--- src/hw/mipsPkg.sv ---
package mipsPkg;

    localparam int dataWidth     = 32;
    localparam int regAddrWidth  = 5;
    localparam int memDepth      = 256;
    localparam int memIndexWidth = $clog2(memDepth);

    // Primary opcodes
    localparam logic [5:0] opRtype = 6'h00;
    localparam logic [5:0] opLw    = 6'h23;
    localparam logic [5:0] opSw    = 6'h2b;
    localparam logic [5:0] opBeq   = 6'h04;
    localparam logic [5:0] opOri   = 6'h0d;

    // R-type funct field
    localparam logic [5:0] fnAdd = 6'h20;
    localparam logic [5:0] fnSub = 6'h22;
    localparam logic [5:0] fnAnd = 6'h24;
    localparam logic [5:0] fnOr  = 6'h25;
    localparam logic [5:0] fnSlt = 6'h2a;

    typedef logic [dataWidth-1:0]    wordT;
    typedef logic [regAddrWidth-1:0] regAddrT;

    typedef enum logic [2:0] {
        AluAnd,
        AluOr,
        AluAdd,
        AluSub,
        AluSlt
    } aluOpT;

    typedef struct packed {
        logic  regDst;    // Destination is rd, else rt
        logic  aluSrc;    // Immediate on operand B
        logic  memRead;
        logic  memWrite;
        logic  memToReg;
        logic  regWrite;
        logic  zeroExt;   // ori only
        aluOpT aluOp;
    } ctrlT;

    typedef struct packed {
        wordT pcPlus4;
        wordT instr;
    } ifIdT;

    typedef struct packed {
        ctrlT    ctrl;
        wordT    rsData;
        wordT    rtData;
        wordT    imm;
        regAddrT rs;
        regAddrT rt;
        regAddrT rd;
    } idExT;

    typedef struct packed {
        logic    memRead;
        logic    memWrite;
        logic    memToReg;
        logic    regWrite;
        wordT    aluResult;
        wordT    storeData;
        regAddrT rd;        // Already resolved destination
    } exMemT;

    typedef struct packed {
        logic    regWrite;
        logic    memToReg;
        wordT    aluResult;
        wordT    loadData;
        regAddrT rd;
    } memWbT;

endpackage

--- src/hw/executeStage.sv ---
module executeStage (
    input  logic             clk,
    input  logic             reset,
    input  mipsPkg::idExT    idEx,
    input  logic             wbEnable,
    input  mipsPkg::regAddrT wbReg,
    input  mipsPkg::wordT    wbData,
    output mipsPkg::exMemT   exMem,
    output logic             idExMemRead,
    output mipsPkg::regAddrT idExRt
);
    import mipsPkg::*;

    wordT    opA;
    wordT    rtFwd;
    wordT    opB;
    wordT    aluResult;
    regAddrT dest;

    // Newest producer first, $0 is never forwarded
    function automatic wordT forwardOperand(regAddrT src, wordT regVal);
        if (exMem.regWrite && exMem.rd != '0 && exMem.rd == src) begin
            return exMem.aluResult;
        end
        if (wbEnable && wbReg == src) begin
            return wbData;
        end
        return regVal;
    endfunction

    always_comb begin
        opA   = forwardOperand(idEx.rs, idEx.rsData);
        rtFwd = forwardOperand(idEx.rt, idEx.rtData);
    end

    assign opB = idEx.ctrl.aluSrc ? idEx.imm : rtFwd;

    always_comb begin
        case (idEx.ctrl.aluOp)
            AluAnd:  aluResult = opA & opB;
            AluOr:   aluResult = opA | opB;
            AluAdd:  aluResult = opA + opB;
            AluSub:  aluResult = opA - opB;
            AluSlt:  aluResult = ($signed(opA) < $signed(opB)) ? wordT'(1) : '0;
            default: aluResult = '0;
        endcase
    end

    assign dest = idEx.ctrl.regDst ? idEx.rd : idEx.rt;

    always_ff @(posedge clk or posedge reset) begin
        if (reset) begin
            exMem <= '0;
        end else begin
            exMem.memRead   <= idEx.ctrl.memRead;
            exMem.memWrite  <= idEx.ctrl.memWrite;
            exMem.memToReg  <= idEx.ctrl.memToReg;
            exMem.regWrite  <= idEx.ctrl.regWrite;
            exMem.aluResult <= aluResult;
            exMem.storeData <= rtFwd;   // sw data may itself be forwarded
            exMem.rd        <= dest;
        end
    end

    // Seen by decode for load-use detection
    assign idExMemRead = idEx.ctrl.memRead;
    assign idExRt      = idEx.rt;

    assert property (@(posedge clk) disable iff (reset) !(exMem.memRead && exMem.memWrite))
        else $error("load and store active together in EX/MEM");

endmodule

--- config.mk ---
export PLATFORM = sky130hd
export DESIGN_NAME = executeStage
export DESIGN_NICKNAME = d
export VERILOG_FILES = /design/src/hw/mipsPkg.sv /design/src/hw/executeStage.sv
export SDC_FILE = /design/constraint.sdc
export NUM_CORES = 1
export LEC_CHECK = 0
export BUFFER_PORTS_ARGS = -buffer_cell sky130_fd_sc_hd__buf_2
export CAP_MARGIN = 20
export CELL_PAD_IN_SITES_DETAIL_PLACEMENT = 0
export CELL_PAD_IN_SITES_GLOBAL_PLACEMENT = 1
export CORE_UTILIZATION = 43
export CTS_BUF_LIST = sky130_fd_sc_hd__clkbuf_8
export DETAILED_ROUTE_END_ITERATION = 6
export GPL_ROUTABILITY_DRIVEN = 0
export PLACE_DENSITY = 0.95
export SYNTH_ARGS = -nofsm -noshare
export SYNTH_HDL_FRONTEND = slang
export SYNTH_SLANG_ARGS = --single-unit
export TNS_END_PERCENT = 1
--- constraint.sdc ---
create_clock -name clk -period 13.4 [get_ports clk]
set_input_delay 1.34 -clock clk [delete_from_list [all_inputs] [get_ports clk]]
set_output_delay 1.34 -clock clk [all_outputs]
set_load 0.1 [all_outputs]
* After elaboration in Yosys (flattened, before gate mapping)
Cells that the tools add are included.
Widths: inputs -> output; s select.
** Word-level totals
- Output and inout port bits :: 79
- Bits in registers :: 73
- Input port bits :: 161
- Logic and storage cells :: 45
** Operators by class
- Muxes and demuxes :: 18
- Eq/ne operators :: 8
- Reduce and logical (&&, ||, !) cells :: 7
- Add/sub/neg operators :: 2
- Bitwise gates (word level) :: 2
- Order comparisons :: 1
** Operators with widths (number)
- $mux 32 :: 9
- $pmux 32 s5 :: 1
- $add 32x32->32 :: 1
- $and 32x32->32 :: 1
- $lt 32x32->1 :: 1
- $or 32x32->32 :: 1
- $sub 32x32->32 :: 1
- $eq 5x5->1 :: 4
- $mux 1 :: 7
- $eq 3x2->1 const B :: 2
- $logic_and 1x1->1 :: 5
- $mux 5 :: 1
- $reduce_bool 5->1 :: 1
- $eq 3x1->1 const B :: 1
- $eq 3x3->1 const B :: 1
- $logic_not 3->1 :: 1

* Longest topological paths before layout
- Depth after elaboration :: 11
- Mapped depth :: 21

* Least setup slack after synthesis
OpenSTA, ideal clock, no wires.
- Path kind :: in2reg
- Start :: in idEx[9] (netlist bit)
- End :: reg exMem[55] (netlist bit)
- Arrival :: 5.296 ns
- Data required time :: 13.306 ns
- Setup time :: 0.094 ns
- Stages :: 20
- Path slack :: 8.010 ns
- Cells stage by stage :: xnor2_1 > nand3_1 > nor4_1 > clkbuf_1 > nand2_1 > o21ai_0 > mux2_2 > ha_1 > inv_1 > fa_1 > or2b_1 > a21oi_1 > o211ai_2 > a21oi_1 > o21ai_0 > a21oi_1 > nor2_1 > o311ai_1 > xnor2_1 > a211oi_1
** Between the ends
- Longest elaborated chain between the ends :: 9
** Ends and longest elaborated chain
- start: declaration :: RTL line executeStage.sv:4 : input mipsPkg::idExT idEx,
- $eq 5x5->1 :: RTL line executeStage.sv:25 : if (wbEnable && wbReg == src) begin
- $logic_and 1x1->1 :: RTL line executeStage.sv:25
- $mux 1 (2 in a row) :: RTL line executeStage.sv:25
- $mux 32 :: RTL line executeStage.sv:28 : return regVal;
- $mux 32 * :: RTL line executeStage.sv:25
- named net rtFwd[0] :: RTL line executeStage.sv:15 : wordT rtFwd;
- $mux 32 * :: RTL line executeStage.sv:36 : assign opB = idEx.ctrl.aluSrc ? idEx.imm : rtFwd;
- $sub 32x32->32 / $add 32x32->32 (equally long branches) :: RTL line executeStage.sv:43, executeStage.sv:42
- $pmux 32 s5 * :: RTL line executeStage.sv:39 : case (idEx.ctrl.aluOp)
- named net aluResult[18] :: RTL line executeStage.sv:17 : wordT aluResult;
- end: declaration :: RTL line executeStage.sv:8 : output mipsPkg::exMemT exMem,
Mark *: on every way through the listed nets, which the timed path passes. The rest lies on a longest branch. The select of a mux whose other input is x is not followed.

* Worst setup path after layout
- Start :: in idEx[7] (netlist bit)
- End :: reg exMem[64] (netlist bit)
Same word-level chain as after synthesis.

==> impl_metrics.py <==
metrics = {
    "outcome": {
        "status": "finished clean",
    },
    "final_layout": {
        "reg_top3": "exMem x73",
        "final_cell_mix": "buf_2, inv_1, nand2_1",
        "layout-drive-gt1-share_pct": 24.53,
        "regMostFlops": "exMem",
        "insertedDiodeCount": 0,
        "final_common_cell": "buf_2",
        "areaGrowthSynthToFinish_pct": 16.80,
        "nets": 1537,
        "largest_register_ffs": 73,
        "final_cells": 1541,
    },
    "power_and_ir_drop": {
        "power_leakage_nw": 4.746,
        "power.share.clock_pct": 15.5,
        "combPwrFrac_pct": 58.2,
        "pwr-share-seq_pct": 26.3,
        "swShare_pct": 51.89,
        "p_sw_w": 0.0005096,
        "p_int_w": 0.0004725,
        "vdd_ir_drop_max_uv": 35.74,
        "p_per_area_mw_per_mm2": 97.57,
        "finalPower_w": 0.0009821,
    },
    "critical_path": {
        "r2r-start": "exMem[1]",
        "end_kind": "flop",
        "worstSetupEndpoint": "exMem[64]",
        "startpoint": "idEx[7]",
        "reg2reg_depth": 14,
        "cp_max_fo": 17,
        "r2r_slack_ns": 7.75,
        "cp.arrival_ns": 6.68,
        "rr_endpoint": "exMem[64]",
        "crit_required_ns": 13.68,
        "start_kind": "input pin",
        "crit_type": "in -> reg",
    },
    "floorplan": {
        "start_util_pct": 44.13,
        "io_pins": 240,
        "die_w_um": 143.6,
        "die_y_um": 143.6,
        "rows": 51,
        "core_sq_mm": 0.01953,
        "die_area_sq_mm": 0.02061,
    },
    "yosys": {
        "ys_ff_latch": 73,
        "synth_edf_count": 0,
        "synth_warnings": 0,
        "async_flop_share_pct": 100.0,
        "ys.flop_type": "dfrtp_1",
        "syn_inst": 1081,
        "synth_top_area_share_pct": 21.20,
        "syn_area_per_cell_sq_um": 7.971,
        "synth_area_leaders": "dfrtp_1, ha_1, mux2i_1",
        "ys_seq_area_share_pct": 21.20,
        "yosysTopAreaCell": "dfrtp_1",
        "yosys.cell_types.count": 70,
        "syn_nets": 1345,
        "netlist_area_sq_mm": 0.008617,
    },
    "global_route": {
        "grt_use_total_pct": 25.69,
        "grt_max_degree": 65,
        "grt_pass1_wl_um": 41210,
        "grt_pass1_vias": 7985,
        "grt-ovfl-total": 0,
        "antenna_found_initial": 0,
    },
    "placed_design": {
        "dp.cells": 1527,
        "dpl.hpwl_um": 20770,
        "io_buffers": 238,
    },
    "clock_network": {
        "cts-root-buf": "clkbuf_8",
        "cts.path.max_buffers": 2,
        "clkTransAtPathRegs_ns": 0.07,
        "htree_levels": 3,
        "cts_hold_buf": 0,
        "cts-buffers-inserted": 9,
        "cts_tree": "done",
        "post-cts-setup-buffers": 0,
        "cts_sinks": 73,
        "worst_skew_pair.late_latency_ns": 0.38,
        "postCtsResizedCells": 0,
    },
    "timing": {
        "final.period_utilization_pct": 47.75,
        "skew_ns": 0.01752,
        "hold_violations": 0,
        "slew_headroom_pct": 33.76,
        "fin_hold_ws_ns": 0.5446,
        "finalMaxSlewViolations": 0,
        "setup_viol_count_final": 0,
        "grt_setup_unrepaired": "no",
        "worst_pin_slew_ns": 0.9833,
        "max_freq_mhz": 156.3,
        "fin_setup_tns_ns": 0,
        "period_needed_ns": 6.399,
    },
    "min_path": {
        "hold_class": "reg -> reg",
    },
    "route": {
        "routed_wl_um": 26900,
        "vias": 8567,
        "route.antenna.remaining_nets": 0,
        "vias_per_cell": 5.559,
        "route.detailed.drc": 0,
        "drt_iter0_drc": 788,
        "drtPass1Iterations": 6,
        "wl_per_cell_um": 17.46,
    },
    "job": {
        "drv_cap": 0,
    },
}
[layout make-up]
type                       count  area (sq um)
clock buffer                   9         123.9
multi-input combinational    838          6110
tap                          265         331.6
sequential                    73          1827
inverter                     105         395.4
fill                        1868          9462
clock inverter                 5         26.28
timing repair buffer         246          1251
[metal layers]
metal  GRT usage, %  part of all wire, %  up-vias
met4          7.895                  1.9        0
met2          44.25                   48      276
met1          33.40                   45     4076
met5              0                    0        -
li1               -                    -     4178
met3          3.032                  5.3       37
[how the worst min path moves through the flow]
stage	from	end	slack, ns	depth (start not counted)
2_1_floorplan	exMem[64]	exMem[32]	1.01	2
3_3_place_gp	exMem[67]	exMem[35]	0.51	2
3_5_place_dp	exMem[43]	exMem[11]	0.53	2
4_1_cts	exMem[63]	exMem[31]	0.54	2
5_1_grt	exMem[38]	exMem[6]	0.59	2
6_report	exMem[63]	exMem[31]	0.54	2
[cell families (layout without fill, tap and decap cells)]
family | Yosys count | after routing | synth area share [%]
AOI/OAI and AO/OA | 317 | 317 | 23.90
and+or+nand+nor | 261 | 261 | 13.34
buffers and inverters | 170 | 365 | 8.073
muxes | 110 | 110 | 13.58
adders and majority gates | 103 | 103 | 15.13
DFF | 73 | 73 | 21.20
xor gates and xnor gates | 47 | 47 | 4.777
[power by group through the flow]
stage	Sequential (W)	Combinational [W]	Clock, W
floorplan	0.000423	0.000280	0
global placement	0.000262	0.000561	0
detailed placement	0.000262	0.000565	0
CTS	0.000258	0.000568	0.000155
global route	0.000260	0.000615	0.000163
finish	0.000258	0.000572	0.000152
[worst max-delay path, cell delays in order]
cell and delay, ns:
buf_2 0.14, xor2_1 0.14, nor4_1 0.38, and3_2 0.68
mux2i_1 0.15, o21ai_0 0.79, mux2i_1 0.36, ha_1 0.61
nand4_1 0.16, a2111oi_0 0.64, o21ai_1 0.24, a211oi_1 0.45
o21ai_1 0.17, xor2_1 0.17, a211oi_1 0.25
[cell usage after synthesis, types with 5 or more instances]
cell and count:
a21o_1 13, mux2i_1 73, nand2b_1 12, mux2_2 35
o21bai_1 13, nor2b_1 7, o211ai_1 10, buf_2 8
nor2_1 79, buf_1 5, dfrtp_1 73, clkbuf_1 39
o21a_1 20, nand2_1 102, nand3_1 18, buf_4 11
o21ai_0 88, xnor2_1 31, o22ai_1 8, nor3_1 17
inv_1 103, xor2_1 16, ha_1 101, a31oi_1 6
a211oi_1 37, nor4_1 6, a21oi_1 72
[per-stage QoR]
stage | utilization, % | setup slack (ns) | cell area [sq um]
finish | 51.54 | 7.001 | 10060
global route | 51.54 | 6.575 | 10060
CTS | 51.54 | 7.121 | 10060
detailed placement | 50.78 | 6.726 | 9915
global placement | 50.78 | 6.745 | 9915
floorplan | - | 8.010 | 8617
(Power assumes the default switching activity.)
