## src/hw/mipsPkg.sv

```systemverilog
package mipsPkg;

    localparam int dataWidth     = 32;
    localparam int regAddrWidth  = 5;
    localparam int memDepth      = 256;
    localparam int memIndexWidth = $clog2(memDepth);

    // Primary opcodes
    localparam logic [5:0] opRtype = 6'h00;
    localparam logic [5:0] opLw    = 6'h23;
    localparam logic [5:0] opSw    = 6'h2b;
    localparam logic [5:0] opBeq   = 6'h04;
    localparam logic [5:0] opOri   = 6'h0d;

    // R-type funct field
    localparam logic [5:0] fnAdd = 6'h20;
    localparam logic [5:0] fnSub = 6'h22;
    localparam logic [5:0] fnAnd = 6'h24;
    localparam logic [5:0] fnOr  = 6'h25;
    localparam logic [5:0] fnSlt = 6'h2a;

    typedef logic [dataWidth-1:0]    wordT;
    typedef logic [regAddrWidth-1:0] regAddrT;

    typedef enum logic [2:0] {
        AluAnd,
        AluOr,
        AluAdd,
        AluSub,
        AluSlt
    } aluOpT;

    typedef struct packed {
        logic  regDst;    // Destination is rd, else rt
        logic  aluSrc;    // Immediate on operand B
        logic  memRead;
        logic  memWrite;
        logic  memToReg;
        logic  regWrite;
        logic  zeroExt;   // ori only
        aluOpT aluOp;
    } ctrlT;

    typedef struct packed {
        wordT pcPlus4;
        wordT instr;
    } ifIdT;

    typedef struct packed {
        ctrlT    ctrl;
        wordT    rsData;
        wordT    rtData;
        wordT    imm;
        regAddrT rs;
        regAddrT rt;
        regAddrT rd;
    } idExT;

    typedef struct packed {
        logic    memRead;
        logic    memWrite;
        logic    memToReg;
        logic    regWrite;
        wordT    aluResult;
        wordT    storeData;
        regAddrT rd;        // Already resolved destination
    } exMemT;

    typedef struct packed {
        logic    regWrite;
        logic    memToReg;
        wordT    aluResult;
        wordT    loadData;
        regAddrT rd;
    } memWbT;

endpackage

```

## src/hw/decodeStage.sv

```systemverilog
module decodeStage (
    input  logic             clk,
    input  logic             reset,
    input  mipsPkg::ifIdT    ifId,
    input  logic             wbEnable,
    input  mipsPkg::regAddrT wbReg,
    input  mipsPkg::wordT    wbData,
    input  logic             exMemRegWrite,
    input  mipsPkg::regAddrT exMemRd,
    input  logic             idExMemRead,
    input  mipsPkg::regAddrT idExRt,
    output mipsPkg::idExT    idEx,
    output logic             stall,
    output logic             branchTaken,
    output mipsPkg::wordT    branchTarget
);
    import mipsPkg::*;

    logic [5:0] opcode;
    logic [5:0] funct;
    regAddrT    rs;
    regAddrT    rt;
    regAddrT    rd;
    wordT       signExt;
    wordT       immExt;
    wordT       rsData;
    wordT       rtData;
    ctrlT       ctrl;
    logic       isBeq;
    logic       usesRt;
    logic       loadUse;
    regAddrT    idExDest;
    logic       branchHazard;
    wordT       regs [2**regAddrWidth];

    assign opcode = ifId.instr[31:26];
    assign rs     = ifId.instr[25:21];
    assign rt     = ifId.instr[20:16];
    assign rd     = ifId.instr[15:11];
    assign funct  = ifId.instr[5:0];

    always_comb begin
        ctrl = '0;
        case (opcode)
            opRtype: begin
                ctrl.regDst   = 1'b1;
                ctrl.regWrite = 1'b1;
                case (funct)
                    fnAdd:   ctrl.aluOp = AluAdd;
                    fnSub:   ctrl.aluOp = AluSub;
                    fnAnd:   ctrl.aluOp = AluAnd;
                    fnOr:    ctrl.aluOp = AluOr;
                    fnSlt:   ctrl.aluOp = AluSlt;
                    default: ctrl.regWrite = 1'b0;   // Unknown funct acts as a nop
                endcase
            end
            opLw: begin
                ctrl.aluSrc   = 1'b1;
                ctrl.memRead  = 1'b1;
                ctrl.memToReg = 1'b1;
                ctrl.regWrite = 1'b1;
                ctrl.aluOp    = AluAdd;
            end
            opSw: begin
                ctrl.aluSrc   = 1'b1;
                ctrl.memWrite = 1'b1;
                ctrl.aluOp    = AluAdd;
            end
            opOri: begin
                ctrl.aluSrc   = 1'b1;
                ctrl.regWrite = 1'b1;
                ctrl.zeroExt  = 1'b1;
                ctrl.aluOp    = AluOr;
            end
            default: ;   // beq needs no EX work
        endcase
    end

    assign isBeq   = (opcode == opBeq);
    assign usesRt  = (opcode == opRtype) || (opcode == opSw) || isBeq;
    assign signExt = {{(dataWidth-16){ifId.instr[15]}}, ifId.instr[15:0]};
    assign immExt  = ctrl.zeroExt ? {{(dataWidth-16){1'b0}}, ifId.instr[15:0]} : signExt;

    // Register file, writeback visible in the same cycle
    always_ff @(posedge clk or posedge reset) begin
        if (reset) begin
            for (int i = 0; i < 2**regAddrWidth; i++) regs[i] <= '0;
        end else if (wbEnable) begin
            regs[wbReg] <= wbData;
        end
    end

    assign rsData = (wbEnable && wbReg == rs) ? wbData : regs[rs];
    assign rtData = (wbEnable && wbReg == rt) ? wbData : regs[rt];

    assign loadUse = idExMemRead && idExRt != '0 &&
                     (idExRt == rs || (usesRt && idExRt == rt));

    // beq compares in ID, so it waits out any writer still in EX or MEM
    assign idExDest     = idEx.ctrl.regDst ? idEx.rd : idEx.rt;
    assign branchHazard = isBeq &&
        ((idEx.ctrl.regWrite && idExDest != '0 && (idExDest == rs || idExDest == rt)) ||
         (exMemRegWrite && exMemRd != '0 && (exMemRd == rs || exMemRd == rt)));

    assign stall        = loadUse || branchHazard;
    assign branchTaken  = isBeq && !stall && (rsData == rtData);
    assign branchTarget = ifId.pcPlus4 + {signExt[dataWidth-3:0], 2'b00};

    always_ff @(posedge clk or posedge reset) begin
        if (reset) begin
            idEx <= '0;
        end else if (stall) begin
            idEx <= '0;   // Bubble
        end else begin
            idEx.ctrl   <= ctrl;
            idEx.rsData <= rsData;
            idEx.rtData <= rtData;
            idEx.imm    <= immExt;
            idEx.rs     <= rs;
            idEx.rt     <= rt;
            idEx.rd     <= rd;
        end
    end

    assert property (@(posedge clk) disable iff (reset) regs[0] == '0)
        else $error("register 0 was written");

endmodule

```

## config.mk

```make
export PLATFORM = sky130hd
export DESIGN_NAME = decodeStage
export DESIGN_NICKNAME = d
export VERILOG_FILES = /design/src/hw/mipsPkg.sv /design/src/hw/decodeStage.sv
export SDC_FILE = /design/constraint.sdc
export NUM_CORES = 2
export LEC_CHECK = 0
export BUFFER_PORTS_ARGS = -buffer_cell sky130_fd_sc_hd__buf_2
export CELL_PAD_IN_SITES_DETAIL_PLACEMENT = 0
export CELL_PAD_IN_SITES_GLOBAL_PLACEMENT = 1
export CORE_UTILIZATION = 55
export DETAILED_ROUTE_END_ITERATION = 16
export GPL_TIMING_DRIVEN = 0
export PLACE_DENSITY_LB_ADDON = 0.3
export SETUP_SLACK_MARGIN = 0.02
export SLEW_MARGIN = 20
export SYNTH_ARGS = -nofsm -noshare
export SYNTH_HDL_FRONTEND = slang
export SYNTH_SLANG_ARGS = --single-unit
```

## constraint.sdc

```tcl
create_clock -name clk -period 61.4 [get_ports clk]
set_clock_uncertainty 0.05 [all_clocks]
set_input_delay 6.14 -clock clk [delete_from_list [all_inputs] [get_ports clk]]
set_output_delay 6.14 -clock clk [all_outputs]
set_load 0.05 [all_outputs]
```

Word level (Yosys, flattened, before mapping) --
Cells that the tools add are included.
Operators by class: $lt $le $gt $ge 4, muxes and demuxes 23, equal/unequal tests 18, add/sub/neg operators 1, bitwise operators 3, reductions and logical operators 29
Operators with widths (count):
- 1024-bit bitwise mux | 1
- 32-bit binary-select mux with 5-bit select | 2
- 32-bit 2-to-1 mux | 8
- 32-bit demux with 5-bit select | 1
- 121-bit 2-to-1 mux | 1
- 6-bit equality test (second input constant) | 7
- 5-bit equality test | 8
- 32-bit adder | 1
- 32-bit equality test | 1
- 6-bit >= comparator (second input constant) | 3
- 5-bit NOT with 6-bit output | 3
- 5-bit nonzero test | 3
- 1-bit logical AND | 13
- 3-bit case mux with 4 select lines | 1
- 3-bit case mux with 3 select lines | 1
- 1-bit logical OR | 7
- 6-bit by 3-bit equality test with 1-bit output (second input constant) | 1
- 6-bit by 4-bit equality test with 1-bit output (second input constant) | 1
- 6-bit zero test | 1
- 6-bit by 1-bit < comparator with 1-bit output (second input constant) | 1
- 1-bit 2-to-1 mux | 6
- 5-bit 2-to-1 mux | 1
- 5-bit OR reduction | 1
- 2-bit OR reduction | 2
- 3 further kinds | 3
Storage, ports and cells: output and inout bits 155, input port bits 116, flip-flop bits (word level) 1145

Longest topological paths before layout --
depth after elaboration 10, mapped depth 15

Worst setup path before layout --
OpenSTA, ideal clock, no wires.
kind in2out, start point input ifId[10] (netlist bit), end point output branchTarget[31], stages on the path 10, arrival time 9207 ps, path buffers 0, setup slack 46003 ps, path through ha_1 -> a21o_1 -> a21oi_1 -> o21ai_0 -> a221o_1 -> or2_1 -> o2111ai_1 -> a21boi_0 -> o2111a_1 -> a211oi_1
Between the ends: cells in the longest elaborated chain, start to end 1
Ends and longest elaborated chain:
- start, declared | line decodeStage.sv:4 | input mipsPkg::ifIdT ifId,
- 32-bit adder | line decodeStage.sv:107 | assign branchTarget = ifId.pcPlus4 + {signExt[dataWidth-3:0], 2'b00};
- end, declared | line decodeStage.sv:15 | output mipsPkg::wordT branchTarget
No other way between the ends.

Final worst setup path --
start point input ifId[22] (netlist bit), end point output branchTaken
Between the ends: cells in the longest elaborated chain, start to end 9
Ends and longest elaborated chain:
- branches (longest 8 deep; another with 32-bit binary-select mux with 5-bit select)
- 1-bit logical AND (*) | line decodeStage.sv:106 | assign branchTaken = isBeq && !stall && (rsData == rtData);
- end, declared | line decodeStage.sv:14 | output logic branchTaken,
Mark *: on every way between the ends. The select of a mux whose other input is x is not followed.

==> run summary <==
The worst path in the final design needs a cycle of 18.24 ns, including I/O delays and setup. Prevailing post-synth register cell: dfrtp_1. At the later pin of the worst-skew pair, clock insertion delay measures 0.75 ns. Critical path launch point type: an input pin.

For this run, design rule violations remaining after detail routing come to 0. Dividing the detail-routed via count by the number of cells gives 7.42. The initial utilization of the core area, before any placement, comes to 55.4%. The flow ran to the end, and the final reports show no timing, DRC or antenna violations. Entering global routing, the biggest net connects 107 pins.

The die covers 111000 um2. Warning count from the yosys run: 0. At the pin with the least slew margin, the transition time is 1.33 ns.

Of the total synthesized cell area, the portion taken by XOR and XNOR cells is 1.40%. The vertical extent of the die was 333 um; the number of sinks on the clock net was 1124. The die extent in x came out at 333 um.

The critical path in this run is classified as in2out. The count of final max-slew check failures is 0, and the adder and majority gate portion of the synthesized area is 0.636%. In the final routed layout, each cell accounts on average for 40.7 um. The setup fix buffers added after clock tree synthesis is 0. The library cell used most frequently in the layout, excluding fill and tap cells, is dfrtp_1. Sequential cells were found to cover 46.7% of the synthesized design area. The number of hold violations in the final report was 0; the number of enable flip-flop cells after synthesis was 0. Global routing used 43.4% of the available tracks. The run gives 6 as the iteration count of the initial detailed-routing pass. The first global-routing pass estimated 330 mm of wire. For this run, the top clock speed supported by timing is 54.8 MHz. During placement, the flow inserted port buffers numbering 256. The top fanout value on the critical path was 13. The tools report the count of placed standard cells including taps as 5643. The multiplexer share of the synthesized area was 41.9%; the final critical-path setup slack was 43.16 ns.

The root buffer selected by CTS was clkbuf_16. The clock transition time at the flip-flop clock pins of the worst setup and hold paths is 0.06 ns. The count of cells in the finished layout, fillers not included, comes to 5879. The placement-stage worst setup slack is 43.78 ns.

The largest family of logic cells by synthesized area was multiplexers. Adding up every negative setup slack in the final design gives 0 ns. The placeable core region is 109000 um2, and the post-synthesis simple-gate area fraction is 2.30%. The congestion estimate from routability-driven global placement came to 0.987. The distinct cell type count after synthesis was 70. The area growth from synthesis to layout is 13.0%. The logs give 3 for the H-tree depth and 60200 um2 for the area of the mapped netlist.

The cell count after synthesis was 3950; the number of DRC markers after the initial detailed-route iteration was 6693. For the count of nets left with antenna violations after detail routing, the log shows 0. The post-cts gate resize count is 0, and the number of clock buffers inserted by TritonCTS is 120. In this run the mean area of a mapped cell was 15.2 um2. Hold repair after CTS inserted 0 buffers.

The leakage power figure was 30.2 nW. For this run, the share of the core covered by cells in the final layout is 62.6%. The logs give 17 for the number of antenna violations at the first check in global routing and 42400 for the via count of the first global-routing pass. TritonCTS built the clock tree. Summed over all layers, the global routing overflow is 0. After legalization and detailed placement, the total HPWL measured 160 mm. In this run the worst hold path is classified as reg2reg. Data on the critical path is required at its endpoint by 55.21 ns. The power per standard cell area is 34.2 nW/um2.

The area fraction in compound gates after synthesis came out at 3.68%. The arrival time of data at the critical path endpoint was 12.05 ns; the number of placement rows was 121. STA classifies the critical path endpoint as an output port. At the end of the flow, the number of nets in the layout was 4498. During I/O placement, the number of pins put on the boundary was 271.

Across the run, the number of max-cap violations was 0. Async set or reset register ratio after synthesis: 100%. The final critical path takes up 29.7% of the cycle.

Of the cells placed in the final design, the portion with a size suffix greater than 1 is 52.4%. Relative slew slack: 11.1%. In the layout the commonest cells are dfrtp_1 (1124), mux2_2 (1024), mux4_2 (576). Setup repair after global routing left no endpoint under its margin. The tools report the number of nets in the synthesized netlist as 4096. The logs give 3 for the maximum clock insertion buffer count and 43600 for the via total after detailed routing.

The worst-case IR drop observed on VDD is 0.0298 mV. The routed wire length was 239 mm. Setup violations remaining at the end of the flow were counted as 0. The register bit count reported by yosys is 1124.
==> kinds of logic (layout without fill, tap and decap cells) <==
logic type	after synthesis	count (layout)
muxes	1670	1670
DFF	1124	1124
buffers and inverters	428	930
AOI/OAI and AO/OA	315	315
and+or+nand+nor	287	287
xor gates and xnor gates	96	96
adders and majority gates	30	30
other	0	13
==> Yosys cell counts, types with 3 or more instances <==
| library cell | number | area (um2) |
|---|---|---|
| dfrtp_1 | 1124 | 28100 |
| xor2_1 | 60 | 526 |
| clkbuf_1 | 217 | 815 |
| a22o_1 | 96 | 841 |
| nand2b_1 | 3 | 18.8 |
| nor3b_1 | 4 | 30.0 |
| nor3_1 | 9 | 45.0 |
| xnor2_1 | 36 | 315 |
| a31oi_1 | 4 | 25.0 |
| buf_4 | 58 | 435 |
| mux2i_1 | 70 | 701 |
| nand3_1 | 16 | 80.1 |
| buf_1 | 60 | 225 |
| and2_1 | 31 | 194 |
| a211oi_1 | 3 | 22.5 |
| o21ai_0 | 97 | 485 |
| buf_2 | 62 | 310 |
| buf_6 | 21 | 236 |
| ha_1 | 29 | 363 |
| nand2_1 | 67 | 251 |
| a221oi_1 | 32 | 280 |
| nor2b_1 | 7 | 43.8 |
| mux2_2 | 1024 | 11500 |
| a21oi_1 | 32 | 160 |
| nor2_1 | 104 | 390 |
| nand4_1 | 6 | 37.5 |
| nor4_1 | 10 | 62.6 |
| and3_1 | 6 | 37.5 |
| inv_1 | 9 | 33.8 |
| o21ai_1 | 12 | 60.1 |
| or4_1 | 3 | 22.5 |
| mux4_2 | 576 | 13000 |
| a21o_1 | 14 | 105 |
| nand3b_1 | 5 | 37.5 |
==> path summary, 6_finish.rpt <==
kind	start	endpoint	slack, ns	depth (start not counted)
hold reg to reg	regs[439]$_DFFE_PP0P_	regs[439]$_DFFE_PP0P_	0.47	1
max in group asynchronous	reset	idEx[103]$_DFF_PP0_	53.70	6
setup / recovery	ifId[22]	branchTaken	43.16	13
min in group asynchronous	reset	idEx[62]$_DFF_PP0_	5.36	2
hold / removal	regs[439]$_DFFE_PP0P_	regs[439]$_DFFE_PP0P_	0.47	1
setup reg to reg	idEx[120]$_DFF_PP0_	idEx[101]$_DFF_PP0_	57.64	10
==> final cells by class <==
cell class	instances	area, um2
Antenna cell	13	32.5
Buffer	418	2150
Clock buffer	174	3560
Clock inverter	48	465
Fill cell	8138	40600
Inverter	10	45.0
Multi-Input combinational cell	2398	30000
Sequential cell	1124	28100
Tap cell	1414	1770
Timing Repair Buffer	280	1890
==> worst max-delay path, cell delays in order <==
cell and delay [ns]:
buf_2 0.18, buf_4 0.30, buf_2 0.47, buf_2 0.76, mux4_2 0.43, a221oi_1 0.31
o21ai_0 0.11, mux2i_1 0.69, xor2_1 0.33, nor4_1 0.71, nand4_1 0.58, nor3_2 0.62
buf_2 0.36
==> layer usage <==
metal / routed length [um] / global-route usage [%] / share of wire, %
met1: 84400 / 55.4 / 35
met2: 99300 / 60.0 / 41
met3: 37200 / 19.9 / 16
met4: 18400 / 27.3 / 7.7
met5: 140 / 0.261 / 0.058
==> power by group <==
| part | switching (mW) | internal [mW] | total (mW) |
|---|---|---|---|
| sequential | 0.102 | 0.885 | 0.988 |
| clock | 0.319 | 0.434 | 0.752 |
| combinational | 0.300 | 0.289 | 0.590 |
| total | 0.722 | 1.61 | 2.33 |
==> sequential cells by signal, summed over array words and instances (netlist names) <==
register,cells
idEx,100
regs,1024
==> through the flow <==
stage	cell area (um2)	power (mW)	hold slack, ns
CTS	68000	2.31	0.471
global route	68000	2.39	0.482
floorplan	60200	1.39	0.441
global placement	63300	1.55	0.448
detailed placement	64000	1.57	0.459
finish	68100	2.33	0.469
(Power assumes the default switching activity.)
